### src/qdq_mlsu_cfg.svh
`ifndef QDQ_MLSU_CFG_SVH
`define QDQ_MLSU_CFG_SVH

// Matrix geometry, rows and columns are equal
`define QDQ_ROWS        4

// Lane widths per data type
`define QDQ_IN_W        16
`define QDQ_Q_W         8
`define QDQ_ACC_W       32
`define QDQ_OUT_W       16

// Scratchpad geometry and region bases
`define QDQ_SPAD_W      128
`define QDQ_SPAD_DEPTH  64
`define QDQ_QA_BASE     0
`define QDQ_QB_BASE     16
`define QDQ_ACC_BASE    32

// Instruction shift fields
`define QDQ_QSH_W       4
`define QDQ_DQSH_W      5

`endif

### src/qdq_pkg.sv
`include "qdq_mlsu_cfg.svh"

package qdq_pkg;

  // Row payloads
  typedef logic [`QDQ_ROWS*`QDQ_IN_W-1:0]  in_row_t;
  typedef logic [`QDQ_ROWS*`QDQ_Q_W-1:0]   q_row_t;
  typedef logic [`QDQ_ROWS*`QDQ_ACC_W-1:0] acc_row_t;
  typedef logic [`QDQ_ROWS*`QDQ_OUT_W-1:0] out_row_t;

  // Scratchpad word and address
  typedef logic [`QDQ_SPAD_W-1:0]             spad_word_t;
  typedef logic [$clog2(`QDQ_SPAD_DEPTH)-1:0] spad_addr_t;

  // Counts 0 to ROWS inclusive
  typedef logic [$clog2(`QDQ_ROWS+1)-1:0] row_idx_t;

  typedef logic [`QDQ_QSH_W-1:0]  qsh_t;
  typedef logic [`QDQ_DQSH_W-1:0] dqsh_t;

  // {q_start, dq_start, qsh, dqsh}, MSB first
  typedef logic [2+`QDQ_QSH_W+`QDQ_DQSH_W-1:0] inst_t;

endpackage

### src/row_buffer.sv
module row_buffer #(
  parameter type row_t = logic [63:0],
  parameter int  DEPTH = 4
) (
  input  logic              clk,
  input  logic              rstnn,
  input  logic              wr_en_i,
  input  row_t              wr_data_i,
  input  logic              rd_en_i,
  output row_t              rd_data_o,
  output qdq_pkg::row_idx_t count_o,
  output logic              full_o
);
  import qdq_pkg::*;

  localparam int PTR_W = (DEPTH > 1) ? $clog2(DEPTH) : 1;

  row_t             mem [DEPTH];
  logic [PTR_W-1:0] wr_ptr;
  logic [PTR_W-1:0] rd_ptr;
  row_idx_t         count_q;
  logic             do_wr;
  logic             do_rd;

  // Writes are dropped while full, reads while empty
  assign do_wr     = wr_en_i && !full_o;
  assign do_rd     = rd_en_i && (count_q != '0);
  assign full_o    = (count_q == row_idx_t'(DEPTH));
  assign count_o   = count_q;
  assign rd_data_o = mem[rd_ptr];

  always_ff @(posedge clk) begin
    if (do_wr) begin
      mem[wr_ptr] <= wr_data_i;
    end
  end

  always_ff @(posedge clk or negedge rstnn) begin
    if (!rstnn) begin
      wr_ptr  <= '0;
      rd_ptr  <= '0;
      count_q <= '0;
    end else begin
      if (do_wr) begin
        wr_ptr <= (wr_ptr == PTR_W'(DEPTH-1)) ? '0 : wr_ptr + 1'b1;
      end
      if (do_rd) begin
        rd_ptr <= (rd_ptr == PTR_W'(DEPTH-1)) ? '0 : rd_ptr + 1'b1;
      end
      case ({do_wr, do_rd})
        2'b10:   count_q <= count_q + 1'b1;
        2'b01:   count_q <= count_q - 1'b1;
        default: count_q <= count_q;
      endcase
    end
  end

endmodule

### config.mk
export PLATFORM = sky130hd
export DESIGN_NAME = row_buffer
export DESIGN_NICKNAME = d
export VERILOG_FILES = /design/src/qdq_pkg.sv /design/src/row_buffer.sv
export VERILOG_INCLUDE_DIRS = /design/src
export SDC_FILE = /design/constraint.sdc
export NUM_CORES = 1
export LEC_CHECK = 0
export BUFFER_PORTS_ARGS = -buffer_cell sky130_fd_sc_hd__buf_2
export CORE_UTILIZATION = 61
export CTS_CLUSTER_SIZE = 12
export DETAILED_ROUTE_END_ITERATION = 7
export GPL_TIMING_DRIVEN = 0
export PLACE_DENSITY = 0.81
export SLEW_MARGIN = 10
export SYNTH_ARGS = -nofsm -noshare
export SYNTH_HDL_FRONTEND = slang
export SYNTH_SLANG_ARGS = --single-unit
### constraint.sdc
create_clock -name clk -period 6.61 [get_ports clk]
set_input_delay 0.3305 -clock clk [delete_from_list [all_inputs] [get_ports clk]]
set_output_delay 0.3305 -clock clk [all_outputs]
set_load 0.01 [all_outputs]
Word level (Yosys, flattened, before mapping)
Memories as Yosys holds them, arrays and structs flattened.
Index checks and enable logic that the tools add are counted.
{"block": "word_totals", "elab_cells": 23, "reg_bits": 7, "mem_bits_rw": 256, "out_inout_bits": 68, "in_bits": 68, "mem_count": 1}
{"block": "classes", "add_sub_neg": 4, "muxes": 5, "n_eq_ne": 5, "reduce_logical": 5}
{"name": "mem", "words": 4, "word_bits": 64, "rd": 1, "rd_clocked_by_memory_dff": 0, "write_ports": 1, "line_no": "row_buffer.sv:18", "rtl": "row_t mem [DEPTH];"}
{"cell": "== test 2 bit, second input constant", "count": 3}
{"cell": "one-hot mux 3 bit (2 select lines)", "count": 1}
{"cell": "adder 2 x 1 -> 2 bit, second input constant", "count": 2}
{"cell": "2-to-1 mux 2 bit", "count": 2}
{"cell": "adder 3 x 1 -> 3 bit, second input constant", "count": 1}
{"cell": "== test 3 bit, second input constant", "count": 1}
{"cell": "nonzero test 3 bit", "count": 1}
{"cell": "subtractor 3 x 1 -> 3 bit, second input constant", "count": 1}
{"cell": "== test 2 x 1 -> 1 bit, second input constant", "count": 1}
{"cell": "logical AND 1 bit", "count": 2}
{"cell": "2-to-1 mux 1 bit", "count": 2}
{"cell": "nonzero test 2 bit", "count": 1}
{"cell": "zero test 1 bit", "count": 1}

Logic depth before layout (Yosys ltp)
Gate-level depths: netlist (run 1).
{"block": "logic_depth", "depth_word": 5, "mapped_depth": 9, "depth_no_buf": 9}

Worst setup path after synthesis (run 1)
OpenSTA, ideal clock, no wires.
{"block": "synth_path", "kind": "flip-flop to flip-flop", "from": "register count_q[2], in the netlist count_o[2]", "to": "memory mem[0][0] in the netlist's numbering, enable pin", "path_slack_ns": 3.792, "synth_period_minus_slack_ns": 2.818, "path_stages_with_launch": 4, "required_ns": 6.181, "path_buffers": 0, "arrival_ns": 2.389, "setup_time_ns": 0.429, "cell_sequence": "dfrtp_1 -> nor3b_2 -> nor2b_2 -> and2_1"}
{"block": "synth_between", "elab_chain_cells": 5}
{"item": "start, declared", "line_no": "row_buffer.sv:21", "rtl": "row_idx_t count_q;"}
{"item": "start signal, assigned", "line_no": "row_buffer.sv:51", "rtl": "2'b10: count_q <= count_q + 1'b1;"}
{"item": "start signal, assigned", "line_no": "row_buffer.sv:52", "rtl": "2'b01: count_q <= count_q - 1'b1;"}
{"item": "start signal, assigned", "line_no": "row_buffer.sv:53", "rtl": "default: count_q <= count_q;"}
{"item": "== test 3 bit", "line_no": "row_buffer.sv:28", "rtl": "assign full_o = (count_q == row_idx_t'(DEPTH));"}
{"item": "via full_o", "line_no": "row_buffer.sv:12", "rtl": "output logic full_o"}
{"item": "zero test 1 bit", "line_no": "row_buffer.sv:26", "rtl": "assign do_wr = wr_en_i && !full_o;"}
{"item": "logical AND 1 bit", "line_no": "row_buffer.sv:26"}
{"item": "2-to-1 mux 1 bit", "line_no": "row_buffer.sv:33", "rtl": "if (do_wr) begin"}
{"item": "2-to-1 mux 1 bit (not written as such)", "line_no": "row_buffer.sv:34", "rtl": "mem[wr_ptr] <= wr_data_i;"}
{"item": "end, declared", "line_no": "row_buffer.sv:18"}
The timed path passes the listed nets, and every way through them passes these cells.

==> results by group, run 1 <==
Run status
  • Outcome: finished clean

Timing
  • Worst slew pin tran: approximately 0.70 ns
  • Fin crit period: 2.37 ns
  • Setup TNS: 0 ns
  • Maximum clock rate: ~420 MHz
  • Final hold viol count: 0
  • Fin crit share: 35.8%
  • Final setup vio count: 0
  • Final Skew: 0.00710 ns
  • Final WS setup: between 4 and 5 ns
  • RSZ-0062 raised after global routing: false
  • Max-Slew Margin vs Limit: between 50% and 60%
  • Final Max Slew Viols: 0

Global routing
  • Largest net degree at the start of global routing: 45
  • GR Util All Layers: between 20% and 30%
  • Initial antenna violation count: 0
  • Vias in the first global route: 4623
  • First-pass GRT wire length: around 25000 um
  • Total grt overflow: 0

Synthesis
  • Synth Net Count: around 450
  • YS warnings: 0
  • Cell Area, Synth: 9670 um2
  • Post-synthesis instance total: approximately 370
  • Synthesized flop and latch total: roughly 260
  • Syn avg cell area: ~26 um2
  • Synth cell types: 22
  • Sequential share of the synthesized area: about four fifths

Pwr
  • Sequential share of power: 44.7%
  • Clock power frac: between 20% and 30%
  • Power Dens Cells: 446 nW/um2
  • VDD IR-drop max: ~0.00032 V
  • Switching Share: ~28%
  • Design Power: slightly above 5 mW
  • Int Power: roughly 3.7 mW
  • Gate power share: 30.2%
  • Leak pwr: roughly 4 nW
  • P_sw: approximately 1.4 mW

Critical path
  • RR Endpoint: count_o[2]
  • Critical setup path kind: flip-flop to primary output
  • FF-to-FF path depth: 8
  • R2R setup slack: 4.44 ns
  • Startpoint type of the worst setup path: flip-flop
  • CP startpoint: rd_ptr[0]
  • CP endpoint kind: primary output
  • Worst Path Max Fanout: 10
  • CP Data Arrival Time: just over 2 ns
  • CP endpoint: rd_data_o[39]
  • Critical Path RT: approximately 6.3 ns
  • R2R Path Start: count_o[0]

Floorplan
  • Core area: around 15000 um2
  • I/O pin count: between 100 and 150
  • Die ar.: around 16000 um2
  • Die Width: 128 um
  • Site Rows: 45
  • Die height: roughly 130 um
  • Starting Density: ~63%

Drt
  • DR WL/cell: ~22 um
  • Remaining DRCs: 0
  • Via-per-instance ratio: approximately 5.7
  • First DRT Iteration DRCs: roughly 220
  • Final WL: between 15000 and 20000 um
  • Drt first pass iters: 4
  • DR vias: between 4000 and 5000
  • Post-DRT Antenna Nets: 0

Clocking
  • H-tree levels: 1
  • CTS Buf Count: 26
  • Clk buf depth: 3
  • CTS tree: built
  • Root buf cell: clkbuf_16
  • Post-cts resize count: 0
  • Post-CTS Setup Bufs: 0
  • Worst-Skew Late Latency: approximately 0.50 ns
  • Worst-path clk slew: 0.06 ns
  • # clock sinks: around 260

Placement
  • Post-DP HPWL: about 10000 um
  • DP Worst Slack: 4.50 ns
  • Placed cell count: 723
  • Placer Congestion: between 0.6 and 0.7
  • Port Buffer Count: between 100 and 150

Cells and area
  • # nets final: roughly 600
  • Fillers: between 800 and 900
  • Non-Filler Instances: 765
  • Footprint of the multi-input gates: 1690 um2
  • Ant. Diodes: 0
  • Layout cells sized above 1: between 40% and 50%
  • Layout area overhead: 18.7%
  • Storage element area: 7860 um2
  • Final core occ: 75.0%

Min path
  • Hold crit path type: input pin to flip-flop

Job
  • Max Cap Viol: 0
worst min path at each step:
| stage | startpoint | endpoint | slack, ns | cells past startpoint |
|---|---|---|---|---|
| global placement | rstnn | count_o[2] | 0.16 | 1 |
| detailed placement | rstnn | count_o[2] | 0.18 | 1 |
| CTS | wr_data_i[24] | mem[0][24] | 0.02 | 1 |
| floorplan | rstnn | count_o[0] | 0.03 | 0 |
| finish | wr_data_i[14] | mem[2][14] | 0.04 | 1 |
| global route | wr_data_i[53] | mem[3][53] | 0.02 | 1 |
power groups by stage:
stage	combinational, mW	sequential [mW]	clock (mW)
after floorplan	0.994	2.32	0
after global placement	1.49	2.34	0
after detailed placement	1.57	2.33	0
after CTS	1.58	2.29	1.31
after global routing	1.66	2.31	1.38
final	1.55	2.29	1.29
critical path, stage by stage, from the launching register on:
cell and delay [ns]:
dfrtp_1 0.42, buf_6 0.21, buf_6 0.21, mux4_2 0.53, buf_2 0.16
per-stage QoR:
step / hold WS, ns / area [um2]
2_1_floorplan: 0.0349 / 9670
3_3_place_gp: 0.165 / 10600
3_5_place_dp: 0.178 / 10700
4_1_cts: 0.0177 / 11500
5_1_grt: 0.0183 / 11500
6_report: 0.0369 / 11500
flip-flops by register name, indices dropped and copies added, names as in the netlist:
signal and count:
count_o 3, mem 256, rd_ptr 2, wr_ptr 2
routing by layer:
metal,GRT usage (%),vias to the layer above,share of wire (%)
met1,27.8,2302,42
met3,5.30,22,5.8
met4,4.64,0,1.7
li1,-,1923,-
met2,35.3,138,51
met5,0,-,0
cell families (layout without fill, tap and decap cells):
family                   after synthesis  after routing  share of synthesized area, %
AND/OR/NAND/NOR                        9              9                         0.608
adder cells (fa/ha/maj)                7              7                         0.983
multiplexers                          68             68                          15.4
AO/OA/AOI/OAI                          2              2                         0.155
XOR/XNOR                               3              3                         0.272
flip-flops                           263            263                          81.3
buffers and inverters                 21            202                          1.36
cell usage in the layout (no fill, tap or decap), drive strengths merged:
cell type | synthesis | final
edfxtp | 256 | 256
buf | 13 | 152
mux4 | 64 | 64
clkbuf | 1 | 38
inv | 7 | 7
dfrtp | 7 | 7
ha | 6 | 6
and2 | 4 | 4
clkinv | 0 | 4
mux2 | 3 | 3
nor2 | 2 | 2
xor2 | 2 | 2
o31ai | 1 | 1
nor3b | 1 | 1
nor2b | 1 | 1
mux2i | 1 | 1
xnor2 | 1 | 1
nor3 | 1 | 1
a21o | 1 | 1
fa | 1 | 1
dlygate4sd3 | 0 | 1
synthesized netlist by cell type:
master	number	area share, %
xor2_1	2	0.18
a21o_1	1	0.078
mux2_1	2	0.23
mux2i_1	1	0.10
clkbuf_1	1	0.039
buf_2	6	0.31
ha_1	6	0.78
dfrtp_1	7	1.8
inv_1	7	0.27
mux4_2	64	15
edfxtp_1	256	79
mux2_2	1	0.12
and2_1	4	0.26
nor3b_2	1	0.13
buf_6	5	0.58
xnor2_1	1	0.091
nor2b_2	1	0.091
buf_4	2	0.16
fa_1	1	0.21
nor3_1	1	0.052
nor2_1	2	0.078
o31ai_1	1	0.078
what timing repair did:
action,in CTS,in global routing
hold endpoints to repair,7,0
endpoints found under the setup margin,0,0
hold buffers,1,0
cell type report:
cell class	instances	area share, %
well taps	211	2.30
flip-flops and latches	263	68.5
clock buffers	37	6.30
inverters	7	0.229
plain buffers	14	0.915
clock inverters	4	0.131
multi-input cells	89	14.7
repair buffers	140	6.93
Note: power is estimated with default switching activity, not from simulation.
==> run 2, diff against run 1 <==
--- a/config.mk
+++ b/config.mk
@@ -7,11 +7,11 @@
 export NUM_CORES = 1
 export LEC_CHECK = 0
 export BUFFER_PORTS_ARGS = -buffer_cell sky130_fd_sc_hd__buf_2
-export CORE_UTILIZATION = 61
+export CORE_UTILIZATION = 57
 export CTS_CLUSTER_SIZE = 12
 export DETAILED_ROUTE_END_ITERATION = 7
 export GPL_TIMING_DRIVEN = 0
-export PLACE_DENSITY = 0.81
+export PLACE_DENSITY = 0.76
 export SLEW_MARGIN = 10
 export SYNTH_ARGS = -nofsm -noshare
 export SYNTH_HDL_FRONTEND = slang
==> constraint.sdc (replaced) <==
create_clock -name clk -period 2.3 [get_ports clk]
set_input_delay 0.115 -clock clk [delete_from_list [all_inputs] [get_ports clk]]
set_output_delay 0.115 -clock clk [all_outputs]
set_load 0.01 [all_outputs]
==> run 2 against run 1 <==
Net effect: the run now ends with hold timing left; die area up 6.9%; clock power increased to 3.0 times the previous value; worst setup slack worse by 4.1 ns; sequential power increased to 2.9 times the previous value; critical path type unchanged; largest power group unchanged.
==> results by group, run 2 (synthesis results as in run 1) <==
Timing
  • Final hold slack: -0.0115 ns (-0.0485 ns)
  • Worst slew pin tran: 0.670 ns (-0.0338 ns)
  • RSZ-0062 raised after global routing: false
  • Fin crit share: ~94%
  • Final hold viol count: 1 (+1)
  • Final Max Slew Viols: 0 (unchanged)
  • Final Skew: 0.00639 ns (-0.000707 ns)
  • Final setup vio count: 0 (unchanged)
  • Fin crit period: ~2.2 ns
  • Maximum clock rate: approximately 460 MHz
  • Max-Slew Margin vs Limit: 55.4% (+2.7 points)
  • Final WS setup: 0.134 ns (-4.11 ns)

Clocking
  • Worst-path clk slew: 0.06 ns (about the same)
  • Clk buf depth: 3 (unchanged)
  • H-tree levels: 1 (unchanged)
  • CTS tree: built
  • Worst-Skew Late Latency: 0.51 ns (about the same)
  • # clock sinks: 263 (unchanged)
  • Root buf cell: clkbuf_16
  • CTS Buf Count: 26 (unchanged)
  • Post-CTS Setup Bufs: 0 (unchanged)

Placement
  • Post-DP HPWL: 10400 um (+3.7%)
  • Placer Congestion: 0.752 (+13%)
  • Placed Area: 10700 um2 (+0.11%)
  • Port Buffer Count: 135 (unchanged)
  • DP Worst Slack: 0.202 ns (-4.29 ns)

Floorplan
  • Starting Density: 58.3% (-4.8 points)
  • I/O pin count: 136 (unchanged)
  • Die height: 132 um (+3.4%)
  • Site Rows: 47 (+4.4%)
  • Die Width: 132 um (+3.4%)
  • Die ar.: 17500 um2 (+6.9%)
  • Core area: 16600 um2 (+8.3%)

Cells and area
  • Final core occ: 73.5% (-1.4 points)
  • # nets final: 681 (+11%)
  • Most frequent cells in the layout: edfxtp_1, buf_2, dlygate4sd3_1
  • Commonest non-fill, non-tap cell in the layout: edfxtp_1
  • Largest Register: mem
  • Ant. Diodes: 0 (unchanged)
  • Layout area overhead: 26.1%
  • Fillers: 983 (+12%)
  • Layout cells sized above 1: 40.6% (-4.7 points)
  • Finished layout cell area: 12200 um2 (+6.2%)
  • Max reg flops: 256 (unchanged)

Pwr
  • Power Dens Cells: 1230 nW/um2 (+180%)
  • VDD IR-drop max: 0.000769 V (+140%)
  • Leak pwr: 4.28 nW (+7.3%)

Drt
  • Post-DRT Antenna Nets: 0 (unchanged)
  • Remaining DRCs: 0 (unchanged)
  • Via-per-instance ratio: 5.43 (-5.2%)
  • Final WL: 17500 um (+6.3%)
  • DR WL/cell: 20.7 um (-3.9%)
  • DR vias: 4597 (+4.8%)
  • Drt first pass iters: 4 (unchanged)
  • First DRT Iteration DRCs: 220 (-0.45%)

Critical path
  • Critical Path RT: 2.18 ns (-4.10 ns)
  • Startpoint type of the worst setup path: flip-flop
  • Kind of cell adding the most delay to the critical path: buffers and inverters
  • Most Frequent Cell on Critical Path: buf_6
  • Critical path cell sequence: buf_6, buf_6, mux4_2, buf_2
  • CP Data Arrival Time: 2.05 ns (about the same)
  • CP endpoint kind: primary output
  • Critical setup path kind: flip-flop to primary output
  • Max incr delay on CP: 0.52 ns (about the same)
  • CP bufs+invs: 3 (unchanged)
  • Worst Path Max Fanout: 10 (unchanged)
  • Slowest-stage cell, CP: mux4_2

Global routing
  • First-pass GRT wire length: 27400 um (+8.8%)
  • Total grt overflow: 0 (unchanged)
  • Vias in the first global route: 5036 (+8.9%)
  • GR Util All Layers: 20.8% (-0.074 points)
  • Largest net degree at the start of global routing: 40 (-11%)
  • Met1 Use GR: 28.7% (+0.91 points)
  • Initial antenna violation count: 0 (unchanged)
  • GRT met2 Usage: 35.3% (-0.053 points)
  • Grt met3 use: 3.54% (-1.8 points)
  • GRT Max-Usage Layer: met2

Run status
  • Outcome: complete, but fails checks
  • Failing checks: hold timing

Job
  • Max Cap Viol: 0 (unchanged)

Min path
  • Hold crit path type: input pin to flip-flop
run 2: cell types whose count changed in the layout (fill, tap and decap cells not counted), sizes merged:
cell	change
dlygate4sd3	+65
clkinv	-4
clkbuf	+11
run 2: through the flow:
| step | std cells | hold slack [ns] | total power, mW | setup TNS (ns) |
|---|---|---|---|---|
| final | 846 | -0.0115 | 15.0 | 0 |
| after global routing | 846 | 0.0107 | 15.7 | 0 |
| after CTS | 846 | 0.0371 | 15.2 | 0 |
| after detailed placement | 732 | -0.0329 | 11.2 | 0 |
| after global placement | 728 | -0.0502 | 10.9 | -95.10 |
| after floorplan | 373 | -0.181 | 9.48 | 0 |
run 2: worst register-to-register path, cell delays in order (launching register included):
cell     delay [ns]
dfrtp_1        0.42
nor3b_2        0.18
nor2b_2        0.31
and2_4         0.51
buf_16         0.30
run 2: cell type report:
type	count	area, um2	area share, %
plain buffers	14	105	0.862
clock buffers	48	785	6.43
inverters	7	26.3	0.215
multi-input cells	89	1700	13.9
flip-flops and latches	263	7860	64.5
well taps	220	275	2.26
repair buffers	205	1450	11.9
run 2: per-layer routing:
layer / wire (um) / share of wire, %
met1: 7450 / 43
met2: 8970 / 51
met3: 908 / 5.2
met4: 167 / 0.95
met5: 0 / 0
run 2: what timing repair did:
action,in CTS,in global routing
endpoints found under the hold margin,263,0
setup endpoints to repair,0,1
resized for setup,0,1
hold buffers,66,0
run 2: worst paths after layout:
kind | slack [ns] | start | to | cells past startpoint
setup / recovery | 0.13 | rd_ptr[0] | rd_data_o[61] | 4
hold / removal | -0.01 | rd_en_i | rd_ptr[0] | 3
setup reg to reg | 0.25 | count_o[2] | mem[1][36] | 4
hold reg to reg | 0.55 | count_o[2] | count_o[2] | 1
max in group asynchronous | 1.45 | rstnn | count_o[1] | 3
min in group asynchronous | 0.58 | rstnn | count_o[2] | 3
run 2: where the power goes:
part / leakage, nW / switching, mW / internal, mW
registers: 2.43 / 0.267 / 6.33
logic: 1.47 / 2.36 / 2.17
clock network: 0.376 / 1.59 / 2.28
total: 4.28 / 4.21 / 10.8
==> run 3, diff against run 2 <==
--- a/config.mk
+++ b/config.mk
@@ -7,11 +7,13 @@
 export NUM_CORES = 1
 export LEC_CHECK = 0
 export BUFFER_PORTS_ARGS = -buffer_cell sky130_fd_sc_hd__buf_2
+export CORE_ASPECT_RATIO = 0.9
 export CORE_UTILIZATION = 57
 export CTS_CLUSTER_SIZE = 12
 export DETAILED_ROUTE_END_ITERATION = 7
 export GPL_TIMING_DRIVEN = 0
 export PLACE_DENSITY = 0.76
+export SKIP_CTS_REPAIR_TIMING = 1
 export SLEW_MARGIN = 10
 export SYNTH_ARGS = -nofsm -noshare
 export SYNTH_HDL_FRONTEND = slang
==> run 3 against run 2 <==
Net effect: the flow now finishes without violations; cell count is 2.4% lower; clock-buffer cell count is 10 lower; maximum frequency is 0.40% lower; largest power group unchanged; cell area is 0.34% lower; highest routed layer unchanged; clock skew is 0.0095 ns higher; sequential share of layout area is 0.22 points higher; die area hardly changed; critical path type unchanged; core utilization is 0.79 points higher; via count is 0.28% higher; register-to-register slack worse by 0.03 ns; critical path depth stayed put; largest cell class unchanged.
==> results by group, run 3 (synthesis results as in run 1) <==
Run status
  • Outcome: finished clean

Timing
  • Maximum clock rate: 460 MHz (-0.40%)
  • Fin crit period: 2.18 ns (+0.00867 ns)
  • Final hold viol count: 0 (-1)
  • Final hold slack: 0.0433 ns (+0.0548 ns)
  • Max-Slew Margin vs Limit: 53.7% (-1.6 points)
  • Worst slew pin tran: 0.694 ns (+0.0245 ns)
  • RSZ-0062 raised after global routing: false
  • Fin crit share: 94.6% (+0.38 points)
  • Final setup vio count: 0 (unchanged)
  • Setup TNS: 0 ns (unchanged)
  • Final Skew: 0.0159 ns (+0.00951 ns)
  • Final Max Slew Viols: 0 (unchanged)

Clocking
  • Clk buf depth: 3 (unchanged)
  • # clock sinks: 263 (unchanged)
  • H-tree levels: 1 (unchanged)
  • CTS Buf Count: 26 (unchanged)
  • Root buf cell: clkbuf_16
  • CTS tree: built
  • Worst-Skew Late Latency: 0.51 ns (about the same)
  • Worst-path clk slew: 0.06 ns (about the same)

Drt
  • DR WL/cell: 21.0 um (+1.4%)
  • Drt first pass iters: 4 (unchanged)
  • Remaining DRCs: 0 (unchanged)
  • First DRT Iteration DRCs: 250 (+14%)
  • DR vias: 4610 (+0.28%)
  • Via-per-instance ratio: 5.58 (+2.7%)
  • Final WL: 17300 um (-0.99%)
  • Post-DRT Antenna Nets: 0 (unchanged)

Cells and area
  • Max reg flops: 256 (unchanged)
  • Finished layout cell area: 12200 um2 (-0.34%)
  • Layout cells sized above 1: 40.7% (+0.14 points)
  • Most frequent cells in the layout: edfxtp_1, buf_2, dlygate4sd3_1
  • Commonest non-fill, non-tap cell in the layout: edfxtp_1
  • Ant. Diodes: 0 (unchanged)
  • # nets final: 681 (unchanged)
  • Layout area overhead: 25.6%
  • Largest Register: mem

Floorplan
  • Die Width: 139 um (+5.3%)
  • Core area: 16400 um2 (-1.4%)
  • I/O pin count: 136 (unchanged)
  • Starting Density: 59.2% (+0.83 points)
  • Die height: 126 um (-5.1%)
  • Die ar.: 17500 um2 (about the same)
  • Site Rows: 44 (-6.4%)

Critical path
  • Startpoint type of the worst setup path: flip-flop
  • Critical setup path kind: flip-flop to primary output
  • R2R setup slack: 0.22 ns (-0.03 ns)
  • R2R Path Start: count_o[0]
  • RR Endpoint: count_o[2]
  • CP Data Arrival Time: 2.06 ns (about the same)
  • CP endpoint kind: primary output
  • FF-to-FF path depth: 8 (+4)
  • CP endpoint: rd_data_o[39]
  • Critical Path RT: 2.18 ns (about the same)
  • Worst Path Max Fanout: 10 (unchanged)
  • CP startpoint: rd_ptr[0]

Pwr
  • Leak pwr: 4.27 nW (-0.17%)
  • VDD IR-drop max: 0.000832 V (+8.2%)
  • Power Dens Cells: 1230 nW/um2 (+0.23%)

Job
  • Max Cap Viol: 0 (unchanged)

Placement
  • Placer Congestion: 0.724 (-3.8%)
  • Post-DP HPWL: 9880 um (-5.1%)
  • Placed Area: 10700 um2 (-0.15%)
  • Port Buffer Count: 135 (unchanged)

Global routing
  • GR Util All Layers: 19.5% (-1.3 points)
  • First-pass GRT wire length: 25600 um (-6.8%)
  • Initial antenna violation count: 0 (unchanged)
  • Largest net degree at the start of global routing: 46 (+15%)
  • Total grt overflow: 0 (unchanged)
  • Vias in the first global route: 4664 (-7.4%)

Min path
  • Hold crit path type: input pin to flip-flop
[run 3: cell types whose count changed in the layout (fill, tap and decap cells not counted), sizes merged]
cell / before / now
bufinv: 0 / 1
clkbuf: 49 / 39
clkinv: 0 / 2
[run 3: worst min path at each step]
stage	from	to	slack, ns	cells after the start
final	rd_en_i	rd_ptr[0]	0.04	3
after global routing	rd_en_i	rd_ptr[0]	0.08	3
after CTS	rstnn	count_o[2]	-0.58	1
after detailed placement	rstnn	count_o[1]	-0.04	1
after global placement	rstnn	count_o[1]	-0.05	1
after floorplan	rstnn	count_o[0]	-0.18	0
[run 3: metrics by stage]
step / instances / power (mW) / utilization, % / setup WS [ns]
3_5_place_dp: 719 / 11.2 / 65.6 / 0.291
2_1_floorplan: 373 / 9.48 / - / 0.177
3_3_place_gp: 715 / 11.0 / 64.9 / -0.388
5_1_grt: 826 / 15.6 / 74.3 / 0.0558
4_1_cts: 760 / 15.0 / 70.3 / 0.0920
6_report: 826 / 15.0 / 74.3 / 0.125
[run 3: metal layers]
layer	routed length, um	part of all wire, %	vias to the layer above	global-route usage (%)
met5	0	0	-	0
met2	8620	50	148	31.6
met1	7440	43	2384	26.6
li1	-	-	2049	-
met3	944	5.5	29	4.75
met4	320	1.8	0	6.08
[run 3: cell type report]
type                       instances  area (um2)
sequential                       263        7860
clock inverter                     3        37.5
fill                             880        4200
multi-input combinational         89        1690
tap                              207         259
timing repair buffer             205        1450
inverter                           7        26.3
buffer                            14         105
clock buffer                      38         727
[run 3: power by group]
part	switching, mW	total (mW)	internal, mW
clock network	1.57	3.84	2.27
registers	0.251	6.58	6.33
logic	2.38	4.54	2.17
total	4.20	15.0	10.8
[run 3: critical path, stage by stage (launching register included)]
cell     delay (ns)
dfrtp_1        0.42
buf_6          0.21
buf_6          0.21
mux4_2         0.55
buf_2          0.16
