**config.mk**
```make
export PLATFORM = sky130hd
export DESIGN_NAME = dequant_engine
export DESIGN_NICKNAME = d
export VERILOG_FILES = /design/src/qdq_pkg.sv /design/src/dequant_engine.sv /design/src/row_buffer.sv /design/src/row_requantizer.sv
export VERILOG_INCLUDE_DIRS = /design/src
export SDC_FILE = /design/constraint.sdc
export NUM_CORES = 1
export LEC_CHECK = 0
export CAP_MARGIN = 20
export CORE_MARGIN = 4
export CORE_UTILIZATION = 33
export CTS_CLUSTER_SIZE = 24
export DETAILED_ROUTE_END_ITERATION = 10
export DONT_BUFFER_PORTS = 1
export SETUP_SLACK_MARGIN = 0.5
export SLEW_MARGIN = 20
export SYNTH_ARGS = -nofsm -noshare
export SYNTH_HDL_FRONTEND = slang
export SYNTH_SLANG_ARGS = --single-unit
```
**constraint.sdc**
```tcl
create_clock -name clk -period 7.1 [get_ports clk]
set_input_delay 0.355 -clock clk [delete_from_list [all_inputs] [get_ports clk]]
set_output_delay 0.355 -clock clk [all_outputs]
set_load 0.02 [all_outputs]
```
**src/qdq_mlsu_cfg.svh**
```systemverilog
`ifndef QDQ_MLSU_CFG_SVH
`define QDQ_MLSU_CFG_SVH

// Matrix geometry, rows and columns are equal
`define QDQ_ROWS        4

// Lane widths per data type
`define QDQ_IN_W        16
`define QDQ_Q_W         8
`define QDQ_ACC_W       32
`define QDQ_OUT_W       16

// Scratchpad geometry and region bases
`define QDQ_SPAD_W      128
`define QDQ_SPAD_DEPTH  64
`define QDQ_QA_BASE     0
`define QDQ_QB_BASE     16
`define QDQ_ACC_BASE    32

// Instruction shift fields
`define QDQ_QSH_W       4
`define QDQ_DQSH_W      5

`endif

```
**src/qdq_pkg.sv**
```systemverilog
`include "qdq_mlsu_cfg.svh"

package qdq_pkg;

  // Row payloads
  typedef logic [`QDQ_ROWS*`QDQ_IN_W-1:0]  in_row_t;
  typedef logic [`QDQ_ROWS*`QDQ_Q_W-1:0]   q_row_t;
  typedef logic [`QDQ_ROWS*`QDQ_ACC_W-1:0] acc_row_t;
  typedef logic [`QDQ_ROWS*`QDQ_OUT_W-1:0] out_row_t;

  // Scratchpad word and address
  typedef logic [`QDQ_SPAD_W-1:0]             spad_word_t;
  typedef logic [$clog2(`QDQ_SPAD_DEPTH)-1:0] spad_addr_t;

  // Counts 0 to ROWS inclusive
  typedef logic [$clog2(`QDQ_ROWS+1)-1:0] row_idx_t;

  typedef logic [`QDQ_QSH_W-1:0]  qsh_t;
  typedef logic [`QDQ_DQSH_W-1:0] dqsh_t;

  // {q_start, dq_start, qsh, dqsh}, MSB first
  typedef logic [2+`QDQ_QSH_W+`QDQ_DQSH_W-1:0] inst_t;

endpackage

```
**src/dequant_engine.sv**
```systemverilog
`include "qdq_mlsu_cfg.svh"

module dequant_engine (
  input  logic                clk,
  input  logic                rstnn,
  input  logic                dq_go_i,
  input  qdq_pkg::dqsh_t      dq_shift_i,
  output logic                dq_idle_o,
  output logic                rd_en_o,
  output qdq_pkg::spad_addr_t rd_addr_o,
  input  logic                rd_valid_i,
  input  qdq_pkg::spad_word_t rd_data_i,
  output logic                o_row_valid_o,
  output logic                o_row_last_o,
  output qdq_pkg::out_row_t   o_row_data_o,
  input  logic                o_row_ready_i
);
  import qdq_pkg::*;

  typedef enum logic [1:0] {DQ_IDLE, DQ_EXEC, DQ_STORE} dq_state_t;

  localparam row_idx_t ROWS_IDX = row_idx_t'(`QDQ_ROWS);
  localparam row_idx_t LAST_IDX = row_idx_t'(`QDQ_ROWS - 1);

  dq_state_t state_q;
  dqsh_t     shift_q;
  row_idx_t  issued_q;
  row_idx_t  sent_q;
  logic      rq_in_ready;
  logic      rq_out_valid;
  out_row_t  rq_out_data;
  row_idx_t  obuf_count;
  logic      obuf_full;
  logic      obuf_rd;

  assign dq_idle_o = (state_q == DQ_IDLE);

  // Accumulator reads, one per accepted requantizer slot
  assign rd_en_o   = (state_q == DQ_EXEC) && (issued_q != ROWS_IDX) && rq_in_ready;
  assign rd_addr_o = spad_addr_t'(`QDQ_ACC_BASE) + spad_addr_t'(issued_q);

  row_requantizer #(
    .LANES(`QDQ_ROWS), .IN_W(`QDQ_ACC_W), .OUT_W(`QDQ_OUT_W),
    .in_row_t(acc_row_t), .out_row_t(out_row_t)
  ) u_rq_o (
    .clk(clk), .rstnn(rstnn), .shift_i(shift_q),
    .in_valid_i(rd_valid_i), .in_ready_o(rq_in_ready), .in_data_i(acc_row_t'(rd_data_i)),
    .out_valid_o(rq_out_valid), .out_ready_i(!obuf_full), .out_data_o(rq_out_data)
  );

  row_buffer #(
    .row_t(out_row_t), .DEPTH(`QDQ_ROWS)
  ) u_obuf (
    .clk(clk), .rstnn(rstnn),
    .wr_en_i(rq_out_valid), .wr_data_i(rq_out_data),
    .rd_en_i(obuf_rd), .rd_data_o(o_row_data_o),
    .count_o(obuf_count), .full_o(obuf_full)
  );

  // ==============================
  // Output row stream
  // ==============================
  assign o_row_valid_o = (state_q == DQ_STORE) && (obuf_count != '0);
  assign o_row_last_o  = o_row_valid_o && (sent_q == LAST_IDX);
  assign obuf_rd       = o_row_valid_o && o_row_ready_i;

  always_ff @(posedge clk or negedge rstnn) begin
    if (!rstnn) begin
      state_q  <= DQ_IDLE;
      issued_q <= '0;
      sent_q   <= '0;
    end else begin
      case (state_q)
        DQ_IDLE: if (dq_go_i) begin
          state_q  <= DQ_EXEC;
          issued_q <= '0;
          sent_q   <= '0;
        end
        DQ_EXEC: begin
          if (rd_en_o) issued_q <= issued_q + 1'b1;
          // All rows collected once the buffer is full
          if (obuf_full) state_q <= DQ_STORE;
        end
        DQ_STORE: if (obuf_rd) begin
          sent_q <= sent_q + 1'b1;
          if (o_row_last_o) state_q <= DQ_IDLE;
        end
        default: state_q <= DQ_IDLE;
      endcase
    end
  end

  // Shift held for the whole operation
  always_ff @(posedge clk) begin
    if (dq_go_i && dq_idle_o) begin
      shift_q <= dq_shift_i;
    end
  end

endmodule

```
**src/row_buffer.sv**
```systemverilog
module row_buffer #(
  parameter type row_t = logic [63:0],
  parameter int  DEPTH = 4
) (
  input  logic              clk,
  input  logic              rstnn,
  input  logic              wr_en_i,
  input  row_t              wr_data_i,
  input  logic              rd_en_i,
  output row_t              rd_data_o,
  output qdq_pkg::row_idx_t count_o,
  output logic              full_o
);
  import qdq_pkg::*;

  localparam int PTR_W = (DEPTH > 1) ? $clog2(DEPTH) : 1;

  row_t             mem [DEPTH];
  logic [PTR_W-1:0] wr_ptr;
  logic [PTR_W-1:0] rd_ptr;
  row_idx_t         count_q;
  logic             do_wr;
  logic             do_rd;

  // Writes are dropped while full, reads while empty
  assign do_wr     = wr_en_i && !full_o;
  assign do_rd     = rd_en_i && (count_q != '0);
  assign full_o    = (count_q == row_idx_t'(DEPTH));
  assign count_o   = count_q;
  assign rd_data_o = mem[rd_ptr];

  always_ff @(posedge clk) begin
    if (do_wr) begin
      mem[wr_ptr] <= wr_data_i;
    end
  end

  always_ff @(posedge clk or negedge rstnn) begin
    if (!rstnn) begin
      wr_ptr  <= '0;
      rd_ptr  <= '0;
      count_q <= '0;
    end else begin
      if (do_wr) begin
        wr_ptr <= (wr_ptr == PTR_W'(DEPTH-1)) ? '0 : wr_ptr + 1'b1;
      end
      if (do_rd) begin
        rd_ptr <= (rd_ptr == PTR_W'(DEPTH-1)) ? '0 : rd_ptr + 1'b1;
      end
      case ({do_wr, do_rd})
        2'b10:   count_q <= count_q + 1'b1;
        2'b01:   count_q <= count_q - 1'b1;
        default: count_q <= count_q;
      endcase
    end
  end

endmodule

```
**src/row_requantizer.sv**
```systemverilog
module row_requantizer #(
  parameter int  LANES     = 4,
  parameter int  IN_W      = 16,
  parameter int  OUT_W     = 8,
  parameter type in_row_t  = logic [LANES*IN_W-1:0],
  parameter type out_row_t = logic [LANES*OUT_W-1:0]
) (
  input  logic           clk,
  input  logic           rstnn,
  input  qdq_pkg::dqsh_t shift_i,
  input  logic           in_valid_i,
  output logic           in_ready_o,
  input  in_row_t        in_data_i,
  output logic           out_valid_o,
  input  logic           out_ready_i,
  output out_row_t       out_data_o
);

  // Signed OUT_W limits, sign-extended to IN_W
  localparam logic signed [IN_W-1:0] SAT_MAX = {{(IN_W-OUT_W+1){1'b0}}, {(OUT_W-1){1'b1}}};
  localparam logic signed [IN_W-1:0] SAT_MIN = {{(IN_W-OUT_W+1){1'b1}}, {(OUT_W-1){1'b0}}};

  out_row_t sat_row;
  out_row_t data_q;
  logic     valid_q;

  // Per lane arithmetic shift, then clamp
  always_comb begin
    logic signed [IN_W-1:0] lane;
    logic signed [IN_W-1:0] shifted;
    sat_row = '0;
    for (int l = 0; l < LANES; l++) begin
      lane    = in_data_i[l*IN_W +: IN_W];
      shifted = lane >>> shift_i;
      if (shifted > SAT_MAX) begin
        sat_row[l*OUT_W +: OUT_W] = SAT_MAX[OUT_W-1:0];
      end else if (shifted < SAT_MIN) begin
        sat_row[l*OUT_W +: OUT_W] = SAT_MIN[OUT_W-1:0];
      end else begin
        sat_row[l*OUT_W +: OUT_W] = shifted[OUT_W-1:0];
      end
    end
  end

  // Stage advances when empty or drained this cycle
  assign in_ready_o  = !valid_q || out_ready_i;
  assign out_valid_o = valid_q;
  assign out_data_o  = data_q;

  always_ff @(posedge clk or negedge rstnn) begin
    if (!rstnn) begin
      valid_q <= 1'b0;
    end else if (in_ready_o) begin
      valid_q <= in_valid_i;
    end
  end

  always_ff @(posedge clk) begin
    if (in_valid_i && in_ready_o) begin
      data_q <= sat_row;
    end
  end

endmodule

```
-- After elaboration in Yosys (flattened, before gate mapping)
Memory sizes are Yosys's and may differ from the RTL's.
Index checks and enable logic that the tools add are counted.
- $add $sub $neg: 7
- reduce and logical (&&, ||, !) cells: 20
- shifts and indexed selects: 4
- multipliers: 0
- div/mod/pow operators: 0
- bitwise operators: 0
- equality and inequality tests: 14
- mux-type cells: 19
- $lt $le $gt $ge: 8
- operator list (operator ; number):
    32-bit by 16-bit greater-than comparator with 1-bit output (second input constant) ; 4
    32-bit by 16-bit < comparator with 1-bit output (second input constant) ; 4
    32-bit by 5-bit >>> shifter with 32-bit output ; 4
    16-bit two-way mux ; 4
    3-bit case mux with 2 select lines ; 3
    2-bit two-way mux ; 6
    3-bit by 1-bit adder with 3-bit output (second input constant) ; 3
    1-bit logical AND ; 9
    3-bit two-way mux ; 3
    2-bit == test (second input constant) ; 4
    6-bit by 3-bit adder with 6-bit output (first input constant) ; 1
    2-bit != test (second input constant) ; 3
    2-bit case mux with 3 select lines ; 1
    3-bit AND reduction ; 2
    2-bit nonzero test ; 3
    2-bit by 1-bit adder with 2-bit output (second input constant) ; 2
    2-bit by 1-bit == test with 1-bit output (second input constant) ; 2
    2-bit by 1-bit != test with 1-bit output (second input constant) ; 2
    4-bit AND reduction ; 1
    3-bit by 2-bit == test with 1-bit output (second input constant) ; 1
    3-bit == test (second input constant) ; 1
    3-bit != test (second input constant) ; 1
    3-bit nonzero test ; 1
    3-bit by 1-bit subtractor with 3-bit output (second input constant) ; 1
    other kinds (4) ; 6
- bits in registers: 85
- bits in read-only memories: 0
- bits in latches: 0
- memories kept: 1
- RAM bits: 256
- word-level logic and storage cells: 85
- output and inout port bits: 74
- bits of input ports: 138
- memory list (name ; depth ; bits a word ; rd ports ; clocked after memory_dff ; write ports ; RTL line ; source):
    u_obuf.mem ; 4 ; 64 ; 1 ; 0 ; 1 ; row_buffer.sv:18 ; row_t mem [DEPTH];

-- Longest topological paths before layout
Gate-level depths: netlist of run 1.
- word-level depth: 6
- gate-level depth with buffers: 15
- gate-level depth less buffers: 10

-- By module
A second synthesis of run 1 with hierarchy kept.
- cell total of the unflattened synthesis: 1413
- area, all modules: 20320.7 µm²
- modules (own cells, without submodules) (module ; cells an instance ; sequential area each (µm²) ; times used ; area each (µm²)):
    row_requantizer ; 971 ; 1946.9 ; 1 ; 9949.5
    row_buffer ; 374 ; 7862.5 ; 1 ; 9663.0
    dequant_engine ; 68 ; 350.3 ; 1 ; 708.2

-- Worst setup path after synthesis of run 1
Ideal clock, no wire load.
- path kind: register -> register
- start point: register u_obuf.count_q[0] (netlist: u_obuf.count_o[0])
- end point: register u_rq_o.data_q[0] (netlist: u_rq_o.out_data_o[0]) (enable)
- clock period less this slack: 5.872 ns
- buffers on the path: 0
- required time: 6.515 ns
- library setup time: 0.585 ns
- stages on the path, launching flop included: 4
- setup slack: 1.228 ns
- arrival: 5.288 ns
- path through: dfrtp_1 -> nor2_1 -> and2_1 -> a21boi_0
- cells in the longest elaborated chain, start to end: 4
- RTL lines (what ; RTL line ; source):
    from (decl) ; row_buffer.sv:21 ; row_idx_t count_q;
    from (signal assigned) ; row_buffer.sv:51 ; 2'b10: count_q <= count_q + 1'b1;
    from (signal assigned) ; row_buffer.sv:52 ; 2'b01: count_q <= count_q - 1'b1;
    from (signal assigned) ; row_buffer.sv:53 ; default: count_q <= count_q;
    3-bit == test ; row_buffer.sv:28 ; assign full_o = (count_q == row_idx_t'(DEPTH));
    1-bit zero test ; dequant_engine.sv:48 ; .out_valid_o(rq_out_valid), .out_ready_i(!obuf_full), .out_data_o(rq_out_data)
    1-bit logical OR ; row_requantizer.sv:46 ; assign in_ready_o = !valid_q || out_ready_i;
    1-bit logical AND ; row_requantizer.sv:59 ; if (in_valid_i && in_ready_o) begin
    to (signal assigned) ; row_requantizer.sv:60 ; data_q <= sat_row;
    to (decl) ; row_requantizer.sv:24 ; out_row_t data_q;
No other way between the ends.
A chain may end at the register's enable or synchronous reset.

-- Final worst setup path of run 1
- start point: register shift_q[1]
- end point: register u_rq_o.data_q[38] (netlist: u_rq_o.out_data_o[38]), data pin
- cells in the longest elaborated chain, start to end: 3
- elaborated cells between the ends (all ways): 4
- those cells by class: order compare (2); shift (1); mux (1)
- RTL lines (what ; RTL line ; source):
    from (decl) ; dequant_engine.sv:26 ; dqsh_t shift_q;
    from (signal assigned) ; dequant_engine.sv:96 ; shift_q <= dq_shift_i;
    32-bit by 5-bit >>> shifter with 32-bit output (*) ; row_requantizer.sv:34 ; shifted = lane >>> shift_i;
    32-bit by 16-bit < comparator with 1-bit output ; row_requantizer.sv:37 ; end else if (shifted < SAT_MIN) begin
    16-bit two-way mux ; row_requantizer.sv:37 ;
Mark *: on every way between the ends. The rest lies on a longest branch, timed or not.

==> run metrics, run 1 <==
outcome=finished, final reports clean; sequential-to-total area share from yosys stat=0.490; final non-filler cell area=22300 sq um; Starting Density=0.335; delay-heaviest family, CP=buffers and inverters; wire length of the first global-routing pass=89100 microns; worst-case register-to-register setup slack=2.98 ns; CTS buffer count=35; post-synth top area cell=sky130_fd_sc_hd__edfxtp_1; reported net switching power=2.96 mW; Syn Inst Count=1553; number of unique standard cell types used by synthesis=93; number of iterations in the first detailed-routing pass=6; Comb pwr share=0.378; vias after detailed routing=13.6k; quantity of gates resized following cts=0; placer's final routability congestion estimate=0.953; maximum clock rate=242 MHz; number of global-route vias before repair=13.2k; Tot GR Track Use=0.172; switching part of the total power=0.371; clock latency at the later pin of the worst-skew pair=0.52 ns; Critical path buffers and inverters=2; commonest non-fill, non-tap cells in the layout=325 x sky130_fd_sc_hd__edfxtp_1, 172 x sky130_fd_sc_hd__nand2_1, 153 x sky130_fd_sc_hd__mux4_2, 133 x sky130_fd_sc_hd__mux2i_1, 94 x sky130_fd_sc_hd__o21ai_0; count of buffers from port buffering=0; final setup violating endpoints=0; Hold Crit Class=in2reg; CTS Buffer Depth=3; share of the clock period used by the worst path=0.581; Synth async-reset ratio=0.0469; area inside the core boundary=61900 sq um; most common cell after layout, fill and taps aside=sky130_fd_sc_hd__edfxtp_1; antenna violations before repair=6; cell internal pwr=5.02 mW; Clock power frac=0.225; sink count of the clock tree=341; number of warnings reported in the yosys synthesis log=0; Worst slew margin=0.320; final setup TNS=0 ns; full die area=66900 sq um; total congestion overflow=0; WL per Instance=25.2 microns; Routed Antenna Nets=0; library cell used as clock root buffer=sky130_fd_sc_hd__clkbuf_16; I/O pin count=212; Power Density=357 nW/um^2; number of remaining DRC errors=0; Die Width=259 microns; cell area after placement=21100 sq um; Post-synth EDFFs=325; transition time at the pin with the least slew margin=1.02 ns; cell with the largest stage delay on the worst path=sky130_fd_sc_hd__buf_4; fraction of power consumed by sequential logic=0.397; Startpoint Class=flip-flop; Avg Cell Area, Syn=13.4 sq um; area of the mapped netlist=20700 sq um; synthesis-stage register bit count=341; highest ir drop seen on vdd=175 uV; clock period minus worst slack=4.12 ns; maximum single-stage delay on the critical path=0.78 ns; Worst EP arrival=4.37 ns; critical path data required time=7.34 ns; Synth top area share=0.471; max cap viols=0; Post-layout nets=1632; Pins Over Slew Limit=0; largest net degree at the start of global routing=141; setup repair after global routing missed its margin=false; cell chain of the critical path=buf_12 > buf_4 > mux4_2 > mux2i_1 > a21oi_1 > o2111ai_1 > nor4_4 > o21ai_0 > o21ai_1; post-detailed-placement half-perimeter wirelength=42600 microns; vias per std cell=5.78; crit end category=flip-flop; type of the worst setup path=reg2reg; TritonCTS clock tree=built; primary flip-flop cell chosen by synthesis mapping=sky130_fd_sc_hd__edfxtp_1; proportion of layout cells with a drive suffix above 1=0.196; final hold violations=0; layout overhead on the synthesized area=7.75%; Clk pin slew, worst setup/hold paths=0.06 ns; number of cell rows=91; starting DRC count in detailed routing=1425; count of H-tree levels built during CTS=2; maximum fanout along the worst path=140; worst clock skew=0.0242 ns; leakage power summed over all cells=7.50 nW; Chip Height=259 microns; synth top area cells=sky130_fd_sc_hd__edfxtp_1 47%, sky130_fd_sc_hd__mux4_2 17%, sky130_fd_sc_hd__mux2i_1 6.4%, sky130_fd_sc_hd__nand2_1 3.1%, sky130_fd_sc_hd__o21ai_0 2.3%; routed wire length=59200 microns
==> what timing repair did <==
| action | 4_1_cts | 5_1_grt |
|---|---|---|
| setup buffers | 0 | 0 |
| endpoints found under the setup margin | 0 | 0 |
| endpoints found under the hold margin | 27 | 0 |
| hold buffers | 12 | 0 |
==> power by group through the flow <==
stage / registers, mW / logic [mW] / clock network (mW)
2_1_floorplan: 3.04 / 2.44 / 0
3_3_place_gp: 3.18 / 3.04 / 0
3_5_place_dp: 3.22 / 3.04 / 0
4_1_cts: 3.17 / 3.06 / 1.84
5_1_grt: 3.23 / 3.25 / 1.93
6_report: 3.16 / 3.02 / 1.79
==> stage by stage <==
stage	hold slack, ns	power, mW	instances	util	worst slack [ns]
floorplan	0.0594	5.49	1554	-	1.23
global placement	0.0598	6.21	2270	0.340	3.14
detailed placement	0.0598	6.26	2270	0.340	3.03
CTS	0.155	8.07	2344	0.360	3.01
global route	0.192	8.41	2345	0.361	2.71
finish	0.175	7.98	2348	0.361	2.98
==> path summary, 6_finish.rpt <==
path,from,endpoint,depth (start not counted)
max reg2reg,shift_q[1]$_DFFE_PP_,u_rq_o.out_data_o[38]$_SDFFCE_PN1P_,9
max,shift_q[1]$_DFFE_PP_,u_rq_o.out_data_o[38]$_SDFFCE_PN1P_,9
min,o_row_ready_i,sent_q[2]$_DFFE_PN0P_,2
max in group asynchronous,rstnn,u_obuf.rd_ptr[0]$_DFFE_PN0P_,1
min in group asynchronous,rstnn,u_rq_o.out_valid_o$_DFFE_PN0N_,1
min reg2reg,sent_q[0]$_DFFE_PN0P_,sent_q[0]$_DFFE_PN0P_,1
==> synth_stat cells, types with 16 or more instances <==
library cell / n
sky130_fd_sc_hd__mux4_2: 153
sky130_fd_sc_hd__mux2_2: 31
sky130_fd_sc_hd__mux2i_1: 133
sky130_fd_sc_hd__buf_6: 19
sky130_fd_sc_hd__clkbuf_1: 45
sky130_fd_sc_hd__edfxtp_1: 325
sky130_fd_sc_hd__dfrtp_1: 16
sky130_fd_sc_hd__buf_2: 33
sky130_fd_sc_hd__a31oi_1: 16
sky130_fd_sc_hd__a211oi_1: 25
sky130_fd_sc_hd__o211ai_1: 17
sky130_fd_sc_hd__nand2_1: 172
sky130_fd_sc_hd__a311oi_1: 17
sky130_fd_sc_hd__o21ai_0: 94
sky130_fd_sc_hd__buf_4: 19
sky130_fd_sc_hd__a21oi_1: 59
sky130_fd_sc_hd__nor2_1: 80
sky130_fd_sc_hd__inv_1: 18
==> logic make-up (layout without fill, tap and decap cells) <==
logic type / after synthesis / in the layout / share of synthesized area
AND/OR/NAND/NOR: 359 / 359 / 0.0798
adder cells (fa/ha/maj): 11 / 11 / 0.00700
AO/OA/AOI/OAI: 340 / 340 / 0.110
XOR/XNOR: 4 / 4 / 0.00169
other: 2 / 6 / 0.000362
flip-flops: 341 / 341 / 0.490
buffers and inverters: 166 / 120 / 0.0490
multiplexers: 330 / 330 / 0.262
==> routing by layer <==
layer,global-route usage,wire length (microns),vias up
met3,0.0420,4580,50
met2,0.259,26300,493
met5,0,26,-
met4,0.0318,905,2
met1,0.256,27300,6961
li1,-,-,6056
==> flip-flops by register name, summed over array words and instances (netlist names) <==
register	cells
state_q	2
u_obuf.mem	256
u_obuf.count_o	3
u_rq_o.out_data_o	64
u_rq_o.out_valid_o	1
u_obuf.wr_ptr	2
issued_q	3
shift_q	5
sent_q	3
u_obuf.rd_ptr	2
==> final cells by class <==
| class | count | area (sq um) |
|---|---|---|
| Antenna cell | 3 | 7.51 |
| Clock buffer | 42 | 923 |
| Clock inverter | 20 | 206 |
| Fill cell | 5926 | 39600 |
| Inverter | 21 | 78.8 |
| Multi-Input combinational cell | 1047 | 9580 |
| Sequential cell | 341 | 10200 |
| Tap cell | 837 | 1050 |
| Timing Repair Buffer | 37 | 330 |
Power figures use the tool's default switching activity.
==> run 2, diff against run 1 <==
==> constraint.sdc (replaced) <==
create_clock -name clk -period 3.55 [get_ports clk]
set_input_delay 0.1775 -clock clk [delete_from_list [all_inputs] [get_ports clk]]
set_output_delay 0.1775 -clock clk [all_outputs]
set_load 0.02 [all_outputs]
==> run 2 against run 1 <==
Compared with the run above: sequential share of layout area fell by 1.5 points; wire length rose by 4.0%; global-route usage rose by 0.44 points; clock skew fell by 0.0096 ns; design area rose by 3.5%; maximum frequency rose by 36%; sequential power rose by 99%; final cell count rose by 1.8%; non-clock buffer count rose by 50; critical path type unchanged; critical endpoint is now u_rq_o.out_data_o[21]$_SDFFCE_PN1P_; largest cell class unchanged; highest routed layer is now met4.
==> run metrics, run 2 (synthesized netlist as in run 1, its figures left out) <==
global routing met3 resource utilization=0.0446; count of H-tree levels built during CTS=1; Pins Over Slew Limit=0; met2 Resource Use GR=0.256; Post-layout nets=1680; R2R depth=9; number of global-route vias before repair=13.4k; starting DRC count in detailed routing=1347; critical path data required time=3.93 ns; fill cell total of the finished layout=5946; number of iterations in the first detailed-routing pass=7; placer's final routability congestion estimate=0.933; routed wire length=61600 microns; most common cell after layout, fill and taps aside=sky130_fd_sc_hd__edfxtp_1; maximum clock rate=329 MHz; worst-case register-to-register setup slack=0.51 ns; final setup TNS=0 ns; highest ir drop seen on vdd=451 uV; final core utilization=0.373; proportion of layout cells with a drive suffix above 1=0.242; worst hold path stage count=3; area inside the core boundary=61900 sq um; cell internal pwr=9.86 mW; worst clock skew=0.0146 ns; vias per std cell=5.83; beginning of the worst register-to-register path=shift_q[1]$_DFFE_PP_; Worst slew margin=0.456; Tot GR Track Use=0.176; largest register by flop count=u_obuf.mem; CTS Buffer Depth=3; capture endpoint of the worst hold path=u_rq_o.out_data_o[25]$_SDFFCE_PN1P_; Startpoint Class=flip-flop; Routed Antenna Nets=0; Largest register FFs=256; transition time at the pin with the least slew margin=0.816 ns; largest net degree at the start of global routing=89; library cell used as clock root buffer=sky130_fd_sc_hd__clkbuf_16; maximum fanout along the worst path=6; fraction of power consumed by sequential logic=0.397; count of buffers from port buffering=0; launch point of the worst hold path=rd_data_i[63]; sink count of the clock tree=341; Comb pwr share=0.416; Clock power frac=0.187; met1 Track Usage GR=0.268; total congestion overflow=0; Hold Crit Class=in2reg; Worst EP arrival=3.41 ns; final hold violations=0; TritonCTS clock tree=built; type of the worst setup path=reg2reg; Chip Height=259 microns; max cap viols=0; vias after detailed routing=13.9k; reported net switching power=5.96 mW; switching part of the total power=0.377; setup slack after placement=0.223 ns; CTS buffer count=31; total power of the final layout=15.8 mW; setup repair after global routing missed its margin=true; I/O pin count=212; final setup violating endpoints=0; clock period minus worst slack=3.04 ns; post-detailed-placement half-perimeter wirelength=43800 microns; number of cell rows=91; Starting Density=0.335; clock latency at the later pin of the worst-skew pair=0.56 ns; Reg2Reg Capture Point=u_rq_o.out_data_o[21]$_SDFFCE_PN1P_; final critical-path setup slack=0.514 ns; wire length of the first global-routing pass=91400 microns; commonest non-fill, non-tap cells in the layout=325 x sky130_fd_sc_hd__edfxtp_1, 169 x sky130_fd_sc_hd__nand2_1, 153 x sky130_fd_sc_hd__mux4_2, 118 x sky130_fd_sc_hd__mux2i_1, 94 x sky130_fd_sc_hd__o21ai_0; Power Density=684 nW/um^2; crit end category=flip-flop; antenna violations before repair=8; leakage power summed over all cells=7.79 nW; Die Width=259 microns; full die area=66900 sq um; layout overhead on the synthesized area=11.6%; WL per Instance=25.8 microns; Clk pin slew, worst setup/hold paths=0.06 ns; share of the clock period used by the worst path=0.855; outcome=finished, final reports clean; number of remaining DRC errors=0; busiest layer in global routing=met1
run 2: power groups by stage:
| stage | Combinational, mW | Sequential (mW) | Clock, mW |
|---|---|---|---|
| after floorplan | 4.89 | 6.07 | 0 |
| after global placement | 6.28 | 6.30 | 0 |
| after detailed placement | 6.29 | 6.38 | 0 |
| after CTS | 6.50 | 6.30 | 3.04 |
| after global routing | 7.07 | 6.40 | 3.21 |
| final | 6.59 | 6.28 | 2.95 |
run 2: per-stage QoR:
step	instance area, sq um	std cells	hold WS, ns
floorplan	20700	1554	-0.118
global placement	21400	2297	-0.118
detailed placement	21400	2297	-0.118
CTS	22800	2373	0.000709
global route	23100	2390	0.0261
finish	23100	2391	0.0201
run 2: area by class of cell:
class | count | area, sq um | share of cell area
multi-input cells | 1049 | 9900 | 0.428
diodes | 3 | 7.51 | 0.000325
inverters | 21 | 83.8 | 0.00362
well taps | 837 | 1050 | 0.0453
repair buffers | 87 | 1050 | 0.0454
flip-flops and latches | 341 | 10200 | 0.439
clock inverters | 13 | 66.3 | 0.00287
clock buffers | 40 | 810 | 0.0350
run 2: worst max-delay path by stage:
stage / startpoint / end / slack [ns]
global route: shift_q[1]$_DFFE_PP_ / u_rq_o.out_data_o[49]$_SDFFCE_PN1P_ / 0.44
global placement: shift_q[0]$_DFFE_PP_ / u_rq_o.out_data_o[19]$_SDFFCE_PN1P_ / 0.19
finish: shift_q[1]$_DFFE_PP_ / u_rq_o.out_data_o[21]$_SDFFCE_PN1P_ / 0.51
detailed placement: shift_q[2]$_DFFE_PP_ / u_rq_o.out_data_o[54]$_SDFFCE_PN1P_ / 0.22
CTS: shift_q[1]$_DFFE_PP_ / u_rq_o.out_data_o[43]$_SDFFCE_PN1P_ / 0.49
floorplan: u_obuf.count_o[0]$_DFFE_PN0P_ / u_rq_o.out_data_o[0]$_SDFFCE_PN1P_ / 0.75
run 2: layer usage:
metal,wire (microns),part of all wire,up-vias
met5,0,0,-
met4,1230,0.020,0
met3,5430,0.088,71
met2,26900,0.44,555
met1,28000,0.45,7147
li1,-,-,6162
run 2: what timing repair did:
action | in CTS | in global routing
cloned | 5 | 4
endpoints found under the hold margin | 34 | 0
pin swaps | 3 | 13
endpoints found under the setup margin | 57 | 60
hold buffers | 14 | 0
gates resized for setup | 31 | 50
buffers inserted | 4 | 11
run 2: worst max-delay path, cell delays in order (launching register included):
cell and delay [ns]:
sky130_fd_sc_hd__edfxtp_1 0.44, sky130_fd_sc_hd__buf_4 0.18, sky130_fd_sc_hd__or4_4 0.60, sky130_fd_sc_hd__mux2i_1 0.22, sky130_fd_sc_hd__a211oi_2 0.25, sky130_fd_sc_hd__nand4_1 0.20, sky130_fd_sc_hd__o41ai_4 0.44, sky130_fd_sc_hd__buf_4 0.20
sky130_fd_sc_hd__o211ai_1 0.10, sky130_fd_sc_hd__a22oi_2 0.23
